**src/hdl/soc_bus_pkg.sv**
```systemverilog
package soc_bus_pkg;

    // bus byte address and data word
    typedef logic [31:0] addr_t;
    typedef logic [31:0] word_t;

    typedef logic [3:0] strb_t;   // one strobe per byte lane, all clear is a read

    // UART and LED data
    typedef logic [7:0] byte_t;

    // region selector taken from the top address nibble
    typedef logic [3:0] region_t;

    localparam int REGION_MSB = 31;   // top bit of the selector field

    localparam region_t REGION_ROM = 4'd1;
    localparam region_t REGION_RAM = 4'd2;
    localparam region_t REGION_PORT = 4'd3;
    localparam region_t REGION_UART_DATA = 4'd4;
    localparam region_t REGION_UART_STATUS = 4'd5;

    // every other code is unmapped and reads as zero

endpackage

```
**src/hdl/soc_bus_decode.sv**
```systemverilog
`timescale 1ns/100ps

module soc_bus_decode (
    input  logic                 clk,
    input  logic                 rst_n,
    input  logic                 mem_valid,
    input  soc_bus_pkg::addr_t   mem_addr,
    input  soc_bus_pkg::word_t   mem_wdata,
    input  soc_bus_pkg::strb_t   mem_wstrb,
    input  soc_bus_pkg::word_t   rom_rdata,
    input  soc_bus_pkg::word_t   ram_rdata,
    input  soc_bus_pkg::byte_t   uart_rdata,
    input  logic                 uart_ack,
    input  logic                 tx_full,
    input  logic                 rx_empty,
    input  logic                 overrun,
    output logic                 mem_ready,
    output soc_bus_pkg::word_t   mem_rdata,
    output logic                 rom_sel,
    output logic                 ram_sel,
    output logic                 uart_req,
    output logic                 uart_wr,
    output soc_bus_pkg::byte_t   leds,
    output logic                 status_rd
);
    soc_bus_pkg::region_t region_q;
    logic                 busy;
    logic                 sel_q;
    logic                 accept;
    logic                 uart_region;
    logic                 ready_next;

    // a request is taken once, never while one is in flight or its ready is showing
    assign accept = mem_valid && !busy && !mem_ready;
    assign uart_region = (region_q == soc_bus_pkg::REGION_UART_DATA);
    assign ready_next = (sel_q && !uart_region) || uart_ack;   // UART data waits for its ack

    always_ff @(posedge clk or negedge rst_n) begin
        if (!rst_n) begin
            busy <= 1'b0;
            sel_q <= 1'b0;
            region_q <= '0;
            mem_ready <= 1'b0;
        end else begin
            sel_q <= accept;
            mem_ready <= ready_next;
            if (accept) begin
                busy <= 1'b1;
                region_q <= mem_addr[soc_bus_pkg::REGION_MSB -: $bits(soc_bus_pkg::region_t)];
            end else if (ready_next) begin
                busy <= 1'b0;
            end
        end
    end

    assign rom_sel = sel_q && (region_q == soc_bus_pkg::REGION_ROM);
    assign ram_sel = sel_q && (region_q == soc_bus_pkg::REGION_RAM);
    assign uart_req = busy && uart_region;   // held until the ack comes back
    assign uart_wr = |mem_wstrb;

    // the status read is complete in its ready cycle, which lets the UART clear overrun
    assign status_rd = mem_ready && (region_q == soc_bus_pkg::REGION_UART_STATUS) && !(|mem_wstrb);

    always_ff @(posedge clk or negedge rst_n) begin
        if (!rst_n) begin
            leds <= '0;
        end else if (sel_q && (region_q == soc_bus_pkg::REGION_PORT) && mem_wstrb[0]) begin
            leds <= mem_wdata[7:0];
        end
    end

    always_comb begin
        case (region_q)
            soc_bus_pkg::REGION_ROM:         mem_rdata = rom_rdata;
            soc_bus_pkg::REGION_RAM:         mem_rdata = ram_rdata;
            soc_bus_pkg::REGION_PORT:        mem_rdata = {24'h0, leds};
            soc_bus_pkg::REGION_UART_DATA:   mem_rdata = {24'h0, uart_rdata};
            soc_bus_pkg::REGION_UART_STATUS: mem_rdata = {29'h0, overrun, rx_empty, tx_full};
            default:                         mem_rdata = '0;
        endcase
    end

endmodule

```
**config.mk**
```make
export PLATFORM = sky130hd
export DESIGN_NAME = soc_bus_decode
export DESIGN_NICKNAME = d
export VERILOG_FILES = /design/src/hdl/soc_bus_pkg.sv /design/src/hdl/soc_bus_decode.sv
export SDC_FILE = /design/constraint.sdc
export NUM_CORES = 1
export LEC_CHECK = 0
export ABC_CLOCK_PERIOD_IN_PS = 1500
export BUFFER_PORTS_ARGS = -buffer_cell sky130_fd_sc_hd__buf_2
export CAP_MARGIN = 10
export CORE_AREA = 2 2 75 77
export CTS_BUF_LIST = sky130_fd_sc_hd__clkbuf_2
export CTS_CLUSTER_DIAMETER = 150
export DETAILED_ROUTE_END_ITERATION = 8
export DIE_AREA = 0 0 77 79
export PLACE_DENSITY = 0.77
export SLEW_MARGIN = 20
export SYNTH_ARGS = -nofsm -noshare
export SYNTH_HDL_FRONTEND = slang
export SYNTH_SLANG_ARGS = --single-unit
export TNS_END_PERCENT = 50
```
**constraint.sdc**
```tcl
create_clock -name clk -period 1.5 [get_ports clk]
set_input_delay 0.15 -clock clk [delete_from_list [all_inputs] [get_ports clk]]
set_output_delay 0.15 -clock clk [all_outputs]
set_load 0.02 [all_outputs]
```
== Word level (Yosys, flattened, before mapping) ==
Cells that the tools add are included.
Word-level totals
  register bits: 15
  latch bits: 0
  memory bits (writable): 0
  memory bits (read-only): 0
  word-level logic and storage cells: 30
  memories: 0
Cells by class
  add/subtract/negate cells: 0
  $mul: 0
  divide/modulo/power cells: 0
  magnitude comparators: 0
  equality and inequality tests: 5
  shift-type cells: 0
  mux-type cells: 3
  bitwise gates (word level): 0
  reduce and logical (&&, ||, !) cells: 17
Operators by type and width (count)
  $pmux 32 s5: 1
  $logic_and 1x1->1: 10
  $eq 4x2->1 const B: 2
  $eq 4x3->1 const B: 2
  $eq 4x1->1 const B: 1
  $logic_not 1->1: 4
  $reduce_or 4->1: 1
  $mux 1: 2
  $reduce_bool 2->1: 1
  $logic_or 1x1->1: 1

== Longest topological paths before layout ==
  depth after elaboration: 6
  mapped depth: 5
  mapped depth without buffers: 3

== Worst setup path after synthesis ==
OpenSTA, ideal clock, no wires.
  path kind: flip-flop to output port
  start point: reg region_q[1]
  end point: out uart_req
  arrival: 1.579 ns
  data required time: 1.350 ns
  setup slack: -0.229 ns
  stages on the path, launching flop included: 4
  buffers on the path: 1
  cells stage by stage: dfrtp_1 or3b_2 clkbuf_1 nor3b_1
On the way
  word-level cells in the longest chain between the ends: 2
Ends and longest elaborated chain
  start, declared: line soc_bus_decode.sv:26  | soc_bus_pkg::region_t region_q;
  start signal, assigned: line soc_bus_decode.sv:49  | region_q <= mem_addr[soc_bus_pkg::REGION_MSB -: $bits(soc_bus_pkg::region_t)];
  $eq 4x3->1: line soc_bus_decode.sv:35  | assign uart_region = (region_q == soc_bus_pkg::REGION_UART_DATA);
  $logic_and 1x1->1: line soc_bus_decode.sv:58  | assign uart_req = busy && uart_region;
  end, declared: line soc_bus_decode.sv:21  | output logic uart_req,
Every way passes these cells.

== Worst setup path in the final report ==
  start point: reg region_q[3]
  end point: out mem_rdata[26]
On the way
  word-level cells in the longest chain between the ends: 2
Ends and longest elaborated chain
  $eq 4x3->1 (tied with other cells): line soc_bus_decode.sv:73  | case (region_q)
  $pmux 32 s5 (*): line soc_bus_decode.sv:73
  end, declared: line soc_bus_decode.sv:18  | output soc_bus_pkg::word_t mem_rdata,
Mark *: on every way between the ends. The rest lies on a longest branch, timed or not.

==> impl_summary.log <==
INFO  metric met1Wirelength = 1923 µm
INFO  metric grt_util_all_layers = 0.1432
INFO  metric cpLargestDelayFamily = buffers and inverters
INFO  metric run_status = complete, but fails checks
INFO  metric setup.worst_path.end_class = output pin
INFO  metric critPathBufInv = 4
INFO  metric htree_num_levels = 1
INFO  metric holdCritPathClass = input port to flop
INFO  metric drt_drc_violations_left = 0
INFO  metric timing_worst_setup_path_type = flop to output pin
INFO  metric layout_worst_path_cycle_share = 1.255
INFO  metric synth_most_common_cell = a22o_1
INFO  metric detail_route.iter0.violations = 17
INFO  metric maxCapViolCount = 0
INFO  metric dieHeight = 79 µm
INFO  metric critical_path.cell_chain = buf_4, nor4b_4, buf_6, clkbuf_16, a22o_1, buf_6
INFO  metric dpl_cell_area = ~2000 µm²
INFO  metric synth.avg_cell_area = 11.12 µm²
INFO  metric cts_tree = yes
INFO  metric critical_path_peak_fanout = 7
INFO  metric min_path_cells = 3
INFO  metric report.final.hold_viol_count = 0
INFO  metric ctsLongestPathBuffers = 2
INFO  metric crit_path_max_incr_delay = 0.42 ns
INFO  metric grt_setup_unrepaired = true
INFO  metric start_util = 0.2208
INFO  metric synth_largest_area_cell = dfrtp_1
INFO  metric synthToLayoutAreaGrowth = 102.8%
INFO  metric cts.sink_count = 15
INFO  metric final-seq-area = approximately 380 µm²
INFO  metric postSynthCellCount = approximately 110
INFO  metric die_area = 6083 µm²
INFO  metric met3RoutedLength = 393 µm
INFO  metric clkTransAtPathRegs = 0.15 ns
INFO  metric yosys_most_used_dff = dfrtp_1
INFO  metric dr.pass1.iters = 4
INFO  metric minimum_period_implied_by_the_final_worst_setup_slack = 1.883 ns
INFO  metric postSynthNetCount = 253
INFO  metric multi_input_gate_area = 800.8 µm²
INFO  metric n_antenna_cell = 0
INFO  metric route.antenna.remaining_nets = 0
INFO  metric totalWireLength = between 4000 and 5000 µm
INFO  metric clk_latency = 0.27 ns
INFO  metric grt_antenna_before_repair = 0
INFO  metric post_drt_wl_per_cell = roughly 15 µm
INFO  metric crit_top_cell = buf_6
INFO  metric power.density = about 1100 nW/µm²
INFO  metric grt_pass1_wl = 7072 µm
INFO  metric detailedPlacementHpwl = 3686 µm
INFO  metric cp_data_required_time = 1.35 ns
INFO  metric synth_seq_cells = 15
INFO  metric synth_common_cells = a22o_1 (24), dfrtp_1 (15), mux2_2 (12)
INFO  metric max_slew_margin = 0.6994
INFO  metric post_route_cells_drive_above_1_share = 0.7395
INFO  metric grt_start_max_net_pins = 29
INFO  metric synth_enable_flop_cells = 0
INFO  metric port_buffers = 140
INFO  metric rows = 27
INFO  metric path_depth = 6
INFO  metric cts.root.buffer_cell = clkbuf_2
INFO  metric top_cells_by_area_in_the_synthesized_netlist = dfrtp_1 (32%), a22o_1 (18%), mux2_2 (11%), mux2i_1 (9.3%), o22ai_1 (4.2%)
INFO  metric number_of_global_route_vias_before_repair = 1508
INFO  metric worst_pin_slew = 0.4490 ns
INFO  metric globalRouteOverflowTotal = 0
INFO  metric cts_inserted_buffers = 3
INFO  metric highest-signal-layer = met4
INFO  metric timing_max_transition_violations_final = 0
INFO  metric layout.core_utilization = 0.4477
INFO  metric vias = 1553
INFO  metric worst_r2r_path_depth = 6
INFO  metric fin_skew = roughly 0.013 ns
INFO  metric synth_seq_area_share = 0.3185
INFO  metric worst_path_setup_slack_after_routing = -0.3832 ns
INFO  metric max_freq = between 0.5 and 0.6 GHz
INFO  metric postLayoutCellArea = 2390 µm²
INFO  metric setup_viol = 46
INFO  metric die-width = just under 80 µm
INFO  metric ys_types = 27
INFO  metric ys_async_sr_fraction = 1.000
INFO  metric io_pins = approximately 190
INFO  metric vias_per_cell = 4.664
INFO  metric synthesis.yosys.warnings = 0
INFO  metric violations_in_the_final_reports = negative setup slack
INFO  metric post_synth_top_area_share = 0.3185
INFO  metric irDropWorstVdd = 0.5571 mV
INFO  metric nNetsFinal = 409
INFO  metric routabilityCongestion = between 0.7 and 0.8
INFO  metric worst_setup_path_start_kind = flop
INFO  metric leakage = 1.310 nW
INFO  metric met2_wirelength = 2531 µm
INFO  metric filler_cell_count = 523
INFO  metric slowest_stage = dfrtp_1
INFO  metric worst_ep_arrival_time = about 1.7 ns
INFO  metric synthesis.area = 1179 µm²
INFO  metric placeableCoreArea = 5338 µm²
timing repair:
item / 4_1_cts / 5_1_grt
hold buffers: 1 / 0
endpoints found under the setup margin: 46 / 46
pin swaps: 7 / 17
endpoints found under the hold margin: 15 / 0
buffers inserted: 1 / 1
gates cloned: 0 / 3
gates resized for setup: 51 / 21
state kept, by name, indices dropped and copies added, names as in the netlist:
register   cells
leds           8
region_q       4
busy           1
mem_ready      1
sel_q          1
routing by layer:
metal / track usage / up-vias
met5: 0 / -
met3: 0.02614 / 2
met2: 0.2684 / 90
met1: 0.1702 / 723
li1: - / 738
met4: 0.03214 / 0
metrics by stage:
step / total power, mW / hold WS [ns] / setup TNS (ns) / setup WS (ns) / std cells
2_1_floorplan: 1.485 / -0.1456 / -2.544 / -0.08726 / 106
3_5_place_dp: 2.031 / 0.08225 / -7.385 / -0.2005 / 323
6_report: 2.522 / 0.06831 / -12.49 / -0.3832 / 333
3_3_place_gp: 2.004 / 0.07399 / -6.141 / -0.1873 / 323
5_1_grt: 2.684 / 0.05899 / -16.74 / -0.4942 / 333
4_1_cts: 2.404 / 0.05305 / -12.73 / -0.3717 / 329
final timing paths:
kind | from | endpoint | slack, ns
setup reg to reg | region_q[3]$_DFFE_PN0P_ | busy$_DFFE_PN0P_ | -0.14
max in group asynchronous | rst_n | region_q[0]$_DFFE_PN0P_ | 0.92
min in group asynchronous | rst_n | leds[6]$_DFFE_PN0P_ | 0.29
hold / removal | uart_ack | mem_ready$_DFF_PN0_ | 0.07
hold reg to reg | busy$_DFFE_PN0P_ | sel_q$_DFF_PN0_ | 0.54
setup / recovery | region_q[3]$_DFFE_PN0P_ | mem_rdata[26] | -0.38
where the power goes:
part           switching, mW  internal [mW]  total [mW]
clock                  0.124         0.0708       0.195
combinational          0.843          0.889        1.73
sequential            0.0894          0.506       0.595
worst reg2reg max path, delay by kind of cell (launching register included):
kind | cells | cell delay (ns)
buf+inv | 3 | 0.44
compound gates | 2 | 0.30
simple gates | 1 | 0.43
flops | 1 | 0.42
logic make-up (layout without fill, tap and decap cells):
family                 Yosys count  after routing  share of synthesized area
AOI/OAI and AO/OA               42             42                     0.2866
muxes                           23             23                     0.2081
and+or+nand+nor                 17             17                     0.1338
DFF                             15             15                     0.3185
buffers and inverters            9            164                    0.05308
cell usage in the layout (no fill, tap or decap), types with 2 or more instances in the layout:
| master | netlist | layout |
|---|---|---|
| clkbuf_2 | 0 | 4 |
| mux2i_1 | 11 | 11 |
| nor3b_2 | 1 | 2 |
| a22oi_1 | 5 | 5 |
| buf_12 | 0 | 2 |
| o22ai_1 | 8 | 4 |
| buf_2 | 2 | 105 |
| nand2_1 | 2 | 2 |
| buf_4 | 1 | 22 |
| mux2_2 | 12 | 12 |
| nor2_8 | 2 | 2 |
| a22o_1 | 24 | 24 |
| dfrtp_1 | 15 | 14 |
| buf_6 | 3 | 26 |
| o22ai_2 | 0 | 4 |
| a21o_1 | 3 | 3 |
| clkbuf_16 | 0 | 2 |
| or3b_4 | 0 | 2 |
final cells by class:
class / count / share of cell area
well taps: 72 / 0.03770
clock buffers: 4 / 0.008377
inverters: 1 / 0.001571
multi-input cells: 82 / 0.3351
repair buffers: 159 / 0.4597
flip-flops and latches: 15 / 0.1576
(Power assumes the default switching activity.)
