`src/hdl/soc_bus_pkg.sv`:
```
package soc_bus_pkg;

    // bus byte address and data word
    typedef logic [31:0] addr_t;
    typedef logic [31:0] word_t;

    typedef logic [3:0] strb_t;   // one strobe per byte lane, all clear is a read

    // UART and LED data
    typedef logic [7:0] byte_t;

    // region selector taken from the top address nibble
    typedef logic [3:0] region_t;

    localparam int REGION_MSB = 31;   // top bit of the selector field

    localparam region_t REGION_ROM = 4'd1;
    localparam region_t REGION_RAM = 4'd2;
    localparam region_t REGION_PORT = 4'd3;
    localparam region_t REGION_UART_DATA = 4'd4;
    localparam region_t REGION_UART_STATUS = 4'd5;

    // every other code is unmapped and reads as zero

endpackage

```
`src/hdl/byte_fifo.sv`:
```
`timescale 1ns/100ps

module byte_fifo #(
    parameter int FIFO_BITS = 2
) (
    input  logic                clk,
    input  logic                rst_n,
    input  logic                push,
    input  soc_bus_pkg::byte_t  din,
    input  logic                pop,
    output soc_bus_pkg::byte_t  dout,
    output logic                full,
    output logic                empty
);
    localparam int DEPTH = 1 << FIFO_BITS;

    soc_bus_pkg::byte_t fifo_mem [0:DEPTH-1];
    logic [FIFO_BITS:0] wr_ptr;   // extra top bit tells full from empty
    logic [FIFO_BITS:0] rd_ptr;
    logic               do_push;
    logic               do_pop;

    assign empty = (wr_ptr == rd_ptr);
    assign full = (wr_ptr[FIFO_BITS] != rd_ptr[FIFO_BITS]) &&
                  (wr_ptr[FIFO_BITS-1:0] == rd_ptr[FIFO_BITS-1:0]);
    assign do_push = push && !full;
    assign do_pop = pop && !empty;
    assign dout = fifo_mem[rd_ptr[FIFO_BITS-1:0]];   // head is visible before the pop

    always_ff @(posedge clk or negedge rst_n) begin
        if (!rst_n) begin
            wr_ptr <= '0;
            rd_ptr <= '0;
        end else begin
            if (do_push) wr_ptr <= wr_ptr + 1'b1;
            if (do_pop) rd_ptr <= rd_ptr + 1'b1;
        end
    end

    always_ff @(posedge clk) begin
        if (do_push) begin
            fifo_mem[wr_ptr[FIFO_BITS-1:0]] <= din;
        end
    end

endmodule

```
`src/hdl/uart_fifo.sv`:
```
`timescale 1ns/100ps

module uart_fifo #(
    parameter int FIFO_BITS = 2,
    parameter int CLK_DIV = 8
) (
    input  logic                clk,
    input  logic                rst_n,
    input  logic                uart_req,
    input  logic                uart_wr,
    input  soc_bus_pkg::byte_t  wdata,
    input  logic                status_rd,
    input  logic                rx,
    output logic                uart_ack,
    output soc_bus_pkg::byte_t  rdata,
    output logic                tx_full,
    output logic                rx_empty,
    output logic                overrun,
    output logic                tx
);
    localparam int CNT_W = $clog2(CLK_DIV);
    localparam logic [CNT_W-1:0] BIT_END = CNT_W'(CLK_DIV - 1);
    localparam logic [CNT_W-1:0] BIT_MID = CNT_W'(CLK_DIV / 2 - 1);

    typedef enum logic [1:0] {TX_IDLE, TX_START, TX_DATA, TX_STOP} tx_state_t;
    typedef enum logic [1:0] {RX_IDLE, RX_START, RX_DATA, RX_STOP} rx_state_t;

    tx_state_t          tx_state;
    rx_state_t          rx_state;
    logic [CNT_W-1:0]   tx_cnt;
    logic [CNT_W-1:0]   rx_cnt;
    logic [2:0]         tx_bit;
    logic [2:0]         rx_bit;
    soc_bus_pkg::byte_t tx_shift;
    soc_bus_pkg::byte_t rx_shift;
    soc_bus_pkg::byte_t tx_dout;
    soc_bus_pkg::byte_t rx_dout;
    logic               tx_push, tx_pop, tx_empty, tx_bit_end;
    logic               rx_push, rx_pop, rx_full, rx_mid, rx_end;
    logic               rx_meta, rx_sync;

    // bus side, the ack pulse also keeps a held request from being served twice
    assign tx_push = uart_req && uart_wr && !tx_full && !uart_ack;
    assign rx_pop = uart_req && !uart_wr && !rx_empty && !uart_ack;

    always_ff @(posedge clk or negedge rst_n) begin
        if (!rst_n) uart_ack <= 1'b0;
        else uart_ack <= tx_push || rx_pop;
    end

    always_ff @(posedge clk) begin
        if (rx_pop) rdata <= rx_dout;
    end

    byte_fifo #(.FIFO_BITS(FIFO_BITS)) u_tx_fifo (
        .clk(clk), .rst_n(rst_n), .push(tx_push), .din(wdata), .pop(tx_pop),
        .dout(tx_dout), .full(tx_full), .empty(tx_empty)
    );

    byte_fifo #(.FIFO_BITS(FIFO_BITS)) u_rx_fifo (
        .clk(clk), .rst_n(rst_n), .push(rx_push), .din(rx_shift), .pop(rx_pop),
        .dout(rx_dout), .full(rx_full), .empty(rx_empty)
    );

    assign tx_pop = (tx_state == TX_IDLE) && !tx_empty;
    assign tx_bit_end = (tx_cnt == BIT_END);

    always_ff @(posedge clk or negedge rst_n) begin
        if (!rst_n) begin
            tx_state <= TX_IDLE;
            tx_cnt <= '0;
            tx_bit <= '0;
        end else begin
            if (tx_state == TX_IDLE || tx_bit_end) tx_cnt <= '0;
            else tx_cnt <= tx_cnt + 1'b1;
            case (tx_state)
                TX_IDLE: if (!tx_empty) tx_state <= TX_START;
                TX_START: begin
                    tx_bit <= '0;
                    if (tx_bit_end) tx_state <= TX_DATA;
                end
                TX_DATA: if (tx_bit_end) begin
                    tx_bit <= tx_bit + 1'b1;
                    if (tx_bit == 3'd7) tx_state <= TX_STOP;
                end
                default: if (tx_bit_end) tx_state <= TX_IDLE;
            endcase
        end
    end

    always_ff @(posedge clk) begin
        if (tx_pop) tx_shift <= tx_dout;
        else if (tx_state == TX_DATA && tx_bit_end) tx_shift <= tx_shift >> 1;   // LSB first
    end

    always_comb begin
        case (tx_state)
            TX_START: tx = 1'b0;
            TX_DATA:  tx = tx_shift[0];
            default:  tx = 1'b1;
        endcase
    end

    // rx is asynchronous to clk
    always_ff @(posedge clk or negedge rst_n) begin
        if (!rst_n) begin
            rx_meta <= 1'b1;
            rx_sync <= 1'b1;
        end else begin
            rx_meta <= rx;
            rx_sync <= rx_meta;
        end
    end

    assign rx_mid = (rx_cnt == BIT_MID);
    assign rx_end = (rx_cnt == BIT_END);
    assign rx_push = (rx_state == RX_STOP) && rx_end && !rx_full;

    always_ff @(posedge clk or negedge rst_n) begin
        if (!rst_n) begin
            rx_state <= RX_IDLE;
            rx_cnt <= '0;
            rx_bit <= '0;
            overrun <= 1'b0;
        end else begin
            if (rx_state == RX_IDLE || rx_end) rx_cnt <= '0;
            else rx_cnt <= rx_cnt + 1'b1;
            case (rx_state)
                RX_IDLE: if (!rx_sync) rx_state <= RX_START;
                RX_START: begin
                    rx_bit <= '0;
                    if (rx_mid && rx_sync) rx_state <= RX_IDLE;   // a glitch, not a start bit
                    else if (rx_end) rx_state <= RX_DATA;
                end
                RX_DATA: if (rx_end) begin
                    rx_bit <= rx_bit + 1'b1;
                    if (rx_bit == 3'd7) rx_state <= RX_STOP;
                end
                default: if (rx_end) rx_state <= RX_IDLE;
            endcase
            if (rx_state == RX_STOP && rx_end && rx_full) overrun <= 1'b1;   // byte is lost
            else if (status_rd) overrun <= 1'b0;
        end
    end

    always_ff @(posedge clk) begin
        if (rx_state == RX_DATA && rx_mid) rx_shift <= {rx_sync, rx_shift[7:1]};
    end

endmodule

```
`config.mk`:
```
export PLATFORM = sky130hd
export DESIGN_NAME = uart_fifo
export DESIGN_NICKNAME = d
export VERILOG_FILES = /design/src/hdl/soc_bus_pkg.sv /design/src/hdl/byte_fifo.sv /design/src/hdl/uart_fifo.sv
export SDC_FILE = /design/constraint.sdc
export NUM_CORES = 1
export LEC_CHECK = 0
export BUFFER_PORTS_ARGS = -buffer_cell sky130_fd_sc_hd__clkbuf_2
export CAP_MARGIN = 25
export CORE_ASPECT_RATIO = 1.4
export CORE_MARGIN = 5
export CORE_UTILIZATION = 40
export CTS_CLUSTER_SIZE = 30
export DETAILED_ROUTE_END_ITERATION = 12
export PLACE_DENSITY = 0.55
export SYNTH_ARGS = -nofsm -noshare
export SYNTH_HDL_FRONTEND = slang
export SYNTH_SLANG_ARGS = --single-unit
```
`constraint.sdc`:
```
create_clock -name clk -period 2.4 [get_ports clk]
set_clock_uncertainty 0.05 [all_clocks]
set_input_delay 0.24 -clock clk [delete_from_list [all_inputs] [get_ports clk]]
set_output_delay 0.24 -clock clk [all_outputs]
set_load 0.01 [all_outputs]
```
### After elaboration in Yosys (flattened, before gate mapping)

Memory sizes are Yosys's and may differ from the RTL's. A register that Yosys moved wholly into a read port is not among the register bits.
Cells that the tools add are included.

| word-level totals | value |
|---|---|
| register bits | 48 |
| latch bits | 0 |
| RAM bits | 64 |
| ROM bits | 0 |
| bits of input ports | 14 |
| output and inout bits | 13 |
| word-level logic and storage cells | 118 |
| memories kept | 2 |

| operators by class | value |
|---|---|
| $add $sub $neg | 8 |
| multipliers | 0 |
| divide/modulo/power cells | 0 |
| magnitude comparators | 0 |
| eq/ne operators | 24 |
| shifts and indexed selects | 0 |
| muxes and demuxes | 28 |
| bitwise logic cells | 0 |
| reduce and logical (&&, ||, !) cells | 40 |

Memory list:

| name | words | width | read ports | clocked after memory_dff | wr ports | RTL line | RTL |
|---|---|---|---|---|---|---|---|
| u_rx_fifo.fifo_mem | 4 | 8 | 1 | 1 | 1 | byte_fifo.sv:17 | `soc_bus_pkg::byte_t fifo_mem [0:DEPTH-1];` |
| u_tx_fifo.fifo_mem | 4 | 8 | 1 | 0 | 1 | byte_fifo.sv:17 |  |

Operators with widths:

| kind | count |
|---|---|
| $add A3 B1 Y3 const B | 8 |
| $mux W2 | 11 |
| $logic_and A1 B1 Y1 | 19 |
| $mux W8 | 2 |
| $ne A2 B2 Y1 const B | 7 |
| $eq A3 B3 Y1 const B | 4 |
| $mux W3 | 4 |
| $pmux W2 S3 | 2 |
| $pmux W3 S2 | 2 |
| $reduce_and A5 Y1 | 2 |
| $reduce_bool A2 Y1 | 5 |
| $eq A2 B2 Y1 const B | 3 |
| $eq A3 B3 Y1 | 2 |
| $logic_not A1 Y1 | 6 |
| $mux W1 | 6 |
| $eq A2 B1 Y1 const B | 2 |
| $eq A2 B2 Y1 | 2 |
| $logic_not A2 Y1 | 2 |
| $reduce_and A2 Y1 | 2 |
| $eq A3 B2 Y1 const B | 1 |
| $logic_or A1 B1 Y1 | 3 |
| $ne A3 B3 Y1 const B | 1 |
| $reduce_bool A3 Y1 | 1 |
| $ne A1 B1 Y1 | 2 |
| $pmux W1 S2 | 1 |

### Depth between registers and ports, before layout

Gate-level depths: netlist of the first run.

| depth | value |
|---|---|
| depth in word-level cells | 8 |
| gate-level depth with buffers | 7 |
| depth with buffers taken out | 6 |

### By module

Synthesis of the first run repeated with hierarchy kept, for this count alone.

| unflattened totals | value |
|---|---|
| cells, all modules | 307 |
| area, all modules | 5187.5 sq um |

By module, submodules not included:

| module | instances | cells each | area an instance (sq um) | sequential area each (sq um) |
|---|---|---|---|---|
| uart_fifo | 1 | 127 | 1898.1 | 1223.7 |
| byte_fifo (u_tx_fifo) | 1 | 90 | 1660.3 | 1111.1 |
| byte_fifo (u_rx_fifo) | 1 | 90 | 1629.1 | 1111.1 |

### Worst setup path after synthesis of the first run

No wires, ideal clock.

| timing path | value |
|---|---|
| path type | register -> register |
| start | register u_tx_fifo.rd_ptr[0] |
| end | register tx_shift[1], data pin |
| library setup time | 0.260 ns |
| data arrival time | 1.498 ns |
| required time | 2.090 ns |
| slack | 0.591 ns |
| stages on the path, launching flop included | 6 |
| path buffers | 2 |
| clock period less this slack | 1.809 ns |
| path through | dfrtp_1 -> buf_6 -> xor2_2 -> o31ai_4 -> buf_6 -> mux2_4 |

| between the ends | value |
|---|---|
| word-level cells in the longest chain between the ends | 4 |
| elaborated cells on any way between the ends | 5 |
| those cells by class | 1 x eq/ne; 1 x mux; 2 x reduce/logical; 1 x memory |

RTL lines:

| item | RTL line | RTL |
|---|---|---|
| start: declaration | byte_fifo.sv:19 | `logic [FIFO_BITS:0] rd_ptr;` |
| start signal: assignment | byte_fifo.sv:36 | `if (do_pop) rd_ptr <= rd_ptr + 1'b1;` |
| $eq A3 B3 Y1 | byte_fifo.sv:23 | `assign empty = (wr_ptr == rd_ptr);` |
| $logic_not A1 Y1 | uart_fifo.sv:65 | `assign tx_pop = (tx_state == TX_IDLE) && !tx_empty;` |
| $logic_and A1 B1 Y1 | uart_fifo.sv:65 |  |
| $mux W8 (*) | uart_fifo.sv:92 | `if (tx_pop) tx_shift <= tx_dout;` |
| end signal: assignment | uart_fifo.sv:92 |  |
| end signal: assignment | uart_fifo.sv:93 | `else if (tx_state == TX_DATA && tx_bit_end) tx_shift <= tx_shift >> 1;` |
| end: declaration | uart_fifo.sv:34 | `soc_bus_pkg::byte_t tx_shift;` |

Mark *: on every way between the ends. The rest lies on a longest branch, timed or not.
A chain may end at the register's enable or synchronous reset.

### Final worst setup path of the first run

| timing path | value |
|---|---|
| start | register rx_cnt[0] |
| end | memory u_rx_fifo.fifo_mem[3][1] (netlist bit) (enable) |

| between the ends | value |
|---|---|
| word-level cells in the longest chain between the ends | 6 |

RTL lines:

| item | RTL line | RTL |
|---|---|---|
| start: declaration | uart_fifo.sv:31 | `logic [CNT_W-1:0] rx_cnt;` |
| start signal: assignment | uart_fifo.sv:127 | `else rx_cnt <= rx_cnt + 1'b1;` |
| $eq A3 B3 Y1 | uart_fifo.sv:116 | `assign rx_end = (rx_cnt == BIT_END);` |
| $logic_and A1 B1 Y1 (2 in series) | uart_fifo.sv:117 | `assign rx_push = (rx_state == RX_STOP) && rx_end && !rx_full;` |
| $logic_and A1 B1 Y1 | byte_fifo.sv:26 | `assign do_push = push && !full;` |
| $mux W1 | byte_fifo.sv:41 | `if (do_push) begin` |
| $mux W1 (implied by the code) | byte_fifo.sv:42 | `fifo_mem[wr_ptr[FIFO_BITS-1:0]] <= din;` |
| end: declaration | byte_fifo.sv:17 |  |

Every way passes these cells.

==> metrics.txt, run 1 <==
status=finished clean; DRC viols=0; DP Wirelength=5.462 mm; total clock sinks=120; final setup fails=0; area of the core=around 0.012 mm²; PD cells=roughly 1200 mW/mm²; layout cells sized above 1=29.36%; Clock Tree Buf Depth=2; Leak=roughly 2.3 nW; max-slew violations=0; crit end category=flip-flop; Detailed Route WL=7.865 mm; Critical Path Source=rx_cnt[0]; cell count after placement=452; CTS buffer count=17; drt wl/cell=15.92 µm; Hold Crit Start=wdata[2]; syn_nets=314; main combinational cell family by area after synthesis=multiplexers; Synth cell types=40; CTS clk-pin slew, worst paths=roughly 0.06 ns; largest net degree at the start of global routing=33; first-pass GRT wire length=13.25 mm; Worst-Margin Slew=0.8682 ns; Total Nets Final=367; Post-Synth XOR/XNOR Area=3.920%; setup TNS=0 ns; number of diodes=0; end point of the critical path=u_rx_fifo.fifo_mem[3][1]; Tot Pwr=~7 mW; initial antenna violation count=0; Synth Register Bits=120; fin cells=494; via count=2402; worst-skew pair later-pin latency=between 0.4 and 0.5 ns; Initial Util=40.70%; post-synthesis compound-gate area fraction=4.894%; Die X=104.6 µm; standard-cell rows=48; post-synthesis adder-cell area fraction=under 10%; Hold Vio Cnt, Final=0; gr usage total=11.65%; maximum vdd ir drop=0.5439 mV; async set or reset register ratio after synthesis=between 20% and 30%; num ports=27; Yosys warning total=0; Post-synth EDFFs=88; Fmax achieved=490.0 MHz; Layout Utilization=48.67%; most common cell after layout, fill and taps aside=edfxtp_1; Critical Path RT=2.41 ns; CP startpoint kind=flip-flop; worst-case reg-to-reg path depth=5; area grow syn2layout=19.58%; Max-Cap Viols=0; worst-path maximum fanout=9; drt pass-1 iters=4; most frequent cells in the layout=edfxtp_1 (88), dfrtp_1 (30), clkbuf_2 (26); syn avg cell area=18.03 µm²; RePlAce Congestion=0.7125; Root Buffer=clkbuf_16; Post-Synth Simple-Gate Area=between 4 and 5%; reg2reg start=rx_cnt[0]; Gate Count Post-Synth=278; crit path time final=2.041 ns; IO Port Bufs=26; Crit Path Class=flip-flop to flip-flop; Starting DRT DRC Count=77; # fillers=1004; Routed Antenna Nets=0; ys flop type=edfxtp_1; crit share post-route=85.04%; global route overflow=0; Seq/Total Area, Yosys=68.76%; Slew headroom=42.12%; Die H=142.4 µm; die area=0.01490 mm²; R2R setup slack=0.36 ns; vias in the first global route=2616; mux share of post-synthesis cell area=10.41%; Worst R2R End=u_rx_fifo.fifo_mem[3][1]; vias per cell=4.862; post-synthesis cell area=approximately 0.005 mm²; HP Class=input pin to flip-flop; RSZ-0062 raised after global routing=false; CTS tree=built; Worst Path Arrival=2.05 ns; H-tree Lvls=4
-- state kept, by name, indices dropped and copies added, names as in the netlist, 8 cells and up --
register,flops
rx_shift,8
rdata,8
tx_shift,8
u_tx_fifo.fifo_mem,32
u_rx_fifo.fifo_mem,32
-- cell families after synthesis --
group | after synthesis
DFF | 120
and+or+nand+nor | 42
muxes | 28
AOI/OAI and AO/OA | 26
adders and majority gates | 22
buffers and inverters | 21
xor gates and xnor gates | 19
-- how the worst min path moves through the flow --
stage                                to  slack [ns]  depth (start not counted)
2_1_floorplan                   overrun       -0.11                          0
3_3_place_gp                    rx_meta        0.28                          1
3_5_place_dp                    rx_meta        0.28                          1
4_1_cts        u_tx_fifo.fifo_mem[1][2]        0.02                          1
5_1_grt        u_tx_fifo.fifo_mem[3][2]        0.01                          1
6_report       u_tx_fifo.fifo_mem[3][2]        0.03                          1
-- critical path: stages (launching register included) --
cell and delay (ns):
dfrtp_1 0.35, ha_1 0.17, ha_1 0.27, nand3_1 0.18, a31oi_4 0.26, and2_1 0.42
-- report_power, final --
group          internal, mW  leakage, nW  switching (mW)
combinational         0.875        0.850           0.924
clock                  1.53        0.279           0.934
sequential             2.62         1.19           0.256
total                  5.03         2.32            2.11
-- synth_stat cells (all sizes together) (3+ instances only) --
cell type	n	share of area (%)
mux4	16	7.2
and2	9	1.2
nor3	3	0.30
o21ai	5	0.50
nor2	7	0.52
nand2	12	0.90
ha	22	5.5
xnor2	10	2.0
edfxtp	88	53
mux2	12	3.2
a22o	3	0.52
dfrtp	30	15
xor2	9	1.9
a21oi	4	0.40
inv	13	0.97
buf	6	1.1
nor3b	3	0.45
and3	3	0.37
-- final cells by class --
class / count / area [µm²] / area share (%)
multi-input cells: 137 / 1455 / 24.28
inverters: 13 / 48.80 / 0.8144
clock buffers: 17 / 425.4 / 7.100
flip-flops and latches: 120 / 3446 / 57.51
repair buffers: 42 / 275.3 / 4.594
clock inverters: 15 / 153.9 / 2.568
well taps: 150 / 187.7 / 3.132
-- stage by stage --
stage / worst slack (ns) / cell area [µm²] / hold slack [ns]
2_1_floorplan: 0.5913 / 5011 / -0.1056
3_3_place_gp: 0.3564 / 5313 / 0.2774
3_5_place_dp: 0.3251 / 5313 / 0.2789
4_1_cts: 0.3215 / 5992 / 0.02000
5_1_grt: 0.1935 / 5992 / 0.01046
6_report: 0.3591 / 5992 / 0.02852
-- metal layers --
metal | wire length [µm] | GRT usage, % | part of all wire, %
met1 | 3258 | 12.56 | 41
met2 | 4261 | 20.63 | 54
met3 | 243 | 4.131 | 3.1
met4 | 102 | 5.051 | 1.3
met5 | 0 | 0 | 0
-- what timing repair did --
| item | in CTS | in global routing |
|---|---|---|
| resized for setup | 0 | 0 |
| hold buffers | 10 | 0 |
| endpoints found under the hold margin | 60 | 0 |
| buffers inserted | 0 | 0 |
No activity file was read; power rests on OpenSTA's default activity.
==> run 2: changes to the inputs <==
==> constraint.sdc (replaced) <==
create_clock -name clk -period 2.4 [get_ports clk]
set_clock_uncertainty 0.05 [all_clocks]
set_input_delay 0.12 -clock clk [delete_from_list [all_inputs] [get_ports clk]]
set_output_delay 0.12 -clock clk [all_outputs]
set_load 0.01 [all_outputs]
==> run 2 against run 1 <==
Compared with the run above:
- critical path depth stayed put
- worst setup slack got worse by 0.037 ns
- clock-buffer cell count is 4 higher
- utilization fell by 0.29 points
- worst hold slack improved by 0.076 ns
- fmax decreased by 1.8%
- register-to-register slack worse by 0.04 ns
- power shrank 3.1%
- via count rose by 0.17%
- largest cell class unchanged
==> metrics.txt, run 2 (synthesized netlist as in run 1, its figures left out) <==
initial antenna violation count=0; most frequent cells in the layout=edfxtp_1 (88), dfrtp_1 (30), clkbuf_2 (26); gr usage total=11.37%; vias per cell=between 4 and 5; die area=0.01490 mm²; Hold Vio Cnt, Final=0; final setup fails=0; largest net degree at the start of global routing=33; Worst Path Arrival=2.07 ns; Critical Path RT=2.39 ns; status=finished clean; # hold bufs at CTS=12; CTS clk-pin slew, worst paths=0.05 ns; R2R setup slack=0.32 ns; RePlAce Congestion=0.7182; reg2reg start=rx_cnt[0]; global route overflow=0; crit end category=flip-flop; CTS buffer count=17; Leak=2.306 nW; first-pass GRT wire length=13.23 mm; Worst R2R End=u_rx_fifo.fifo_mem[3][0]; Routed Antenna Nets=0; Worst-Margin Slew=0.8290 ns; Die H=142.4 µm; Slew headroom=44.73%; layout cells sized above 1=around 28%; IO Port Bufs=26; Total Nets Final=369; end point of the critical path=u_rx_fifo.fifo_mem[3][0]; total clock sinks=between 100 and 150; H-tree Lvls=4; # fillers=1023; maximum vdd ir drop=about 0.53 mV; worst-path maximum fanout=9; via count=2406; Max-Cap Viols=0; Die X=104.6 µm; RSZ-0062 raised after global routing=false; vias in the first global route=2642; crit share post-route=86.58%; setup TNS=0 ns; most common cell after layout, fill and taps aside=edfxtp_1; worst-skew pair later-pin latency=0.40 ns; multi-input logic area=0.001455 mm²; worst-case reg-to-reg path depth=5; Clock Tree Buf Depth=2; DP Wirelength=5.491 mm; setup bufs post-CTS=0; crit path time final=2.078 ns; num ports=27; Fmax achieved=481.3 MHz; PD cells=1162 mW/mm²; drt pass-1 iters=5; Post-Place Cell Area=0.005313 mm²; DRC viols=0; Initial Util=40.70%; Critical Path Source=rx_cnt[0]; Starting DRT DRC Count=about 100; HP Class=input pin to flip-flop; standard-cell rows=48; max-slew violations=0; CP startpoint kind=flip-flop; area of the core=between 0.01 and 0.015 mm²; Crit Path Class=flip-flop to flip-flop; Detailed Route WL=7.702 mm; post_cts resized=0; sequential standard cell area=around 0.0034 mm²; area grow syn2layout=18.85%; Root Buffer=clkbuf_16; post-route cell area=0.005956 mm²; drt wl/cell=around 16 µm; number of diodes=0; CTS tree=built
run 2: worst max-delay path: stages, from the launching register on:
cell and delay [ns]:
dfrtp_1 0.35, ha_1 0.17, ha_1 0.27, nand3_1 0.18, a31oi_4 0.26, and2_1 0.44
run 2: how the worst min path moves through the flow:
| stage | slack (ns) | end | start | cells past startpoint |
|---|---|---|---|---|
| 6_report | 0.10 | uart_ack | uart_req | 3 |
| 5_1_grt | 0.12 | uart_ack | uart_req | 3 |
| 4_1_cts | 0.09 | uart_ack | uart_req | 3 |
| 3_5_place_dp | 0.16 | rx_meta | rx | 1 |
| 3_3_place_gp | 0.16 | rx_meta | rx | 1 |
| 2_1_floorplan | -0.23 | overrun | rst_n | 0 |
run 2: through the flow:
stage                     instances  util [%]  hold slack [ns]  setup WS [ns]  total power, mW
final                           496     48.37           0.1041         0.3221            6.920
after global placement          452     43.15           0.1571         0.3531            4.734
after global routing            496     48.37           0.1152         0.1434            7.340
after CTS                       496     48.37          0.09297         0.2688            7.043
after detailed placement        452     43.15           0.1589         0.2823            4.744
after floorplan                 278         -          -0.2256         0.5913            4.329
run 2: power by group:
| part | internal [mW] | total, mW | switching (mW) | leakage [nW] |
|---|---|---|---|---|
| Clock | 1.40 | 2.25 | 0.850 | 0.255 |
| Combinational | 0.879 | 1.79 | 0.914 | 0.858 |
| Sequential | 2.62 | 2.88 | 0.252 | 1.19 |
| Total | 4.90 | 6.92 | 2.02 | 2.31 |
run 2: routing by layer:
layer	part of all wire [%]	up-vias	wire length [µm]	GRT usage [%]
li1	-	1166	-	-
met1	42	1189	3199	13.05
met2	53	38	4101	19.83
met3	3.5	13	273	3.314
met4	1.7	0	128	4.848
met5	0	-	0	0
run 2: layout make-up:
class | count | area share, %
Clock buffer | 21 | 7.395
Multi-Input combinational cell | 137 | 24.43
Sequential cell | 120 | 57.86
Clock inverter | 11 | 1.387
Tap cell | 150 | 3.151
Timing Repair Buffer | 44 | 4.958
Inverter | 13 | 0.8193
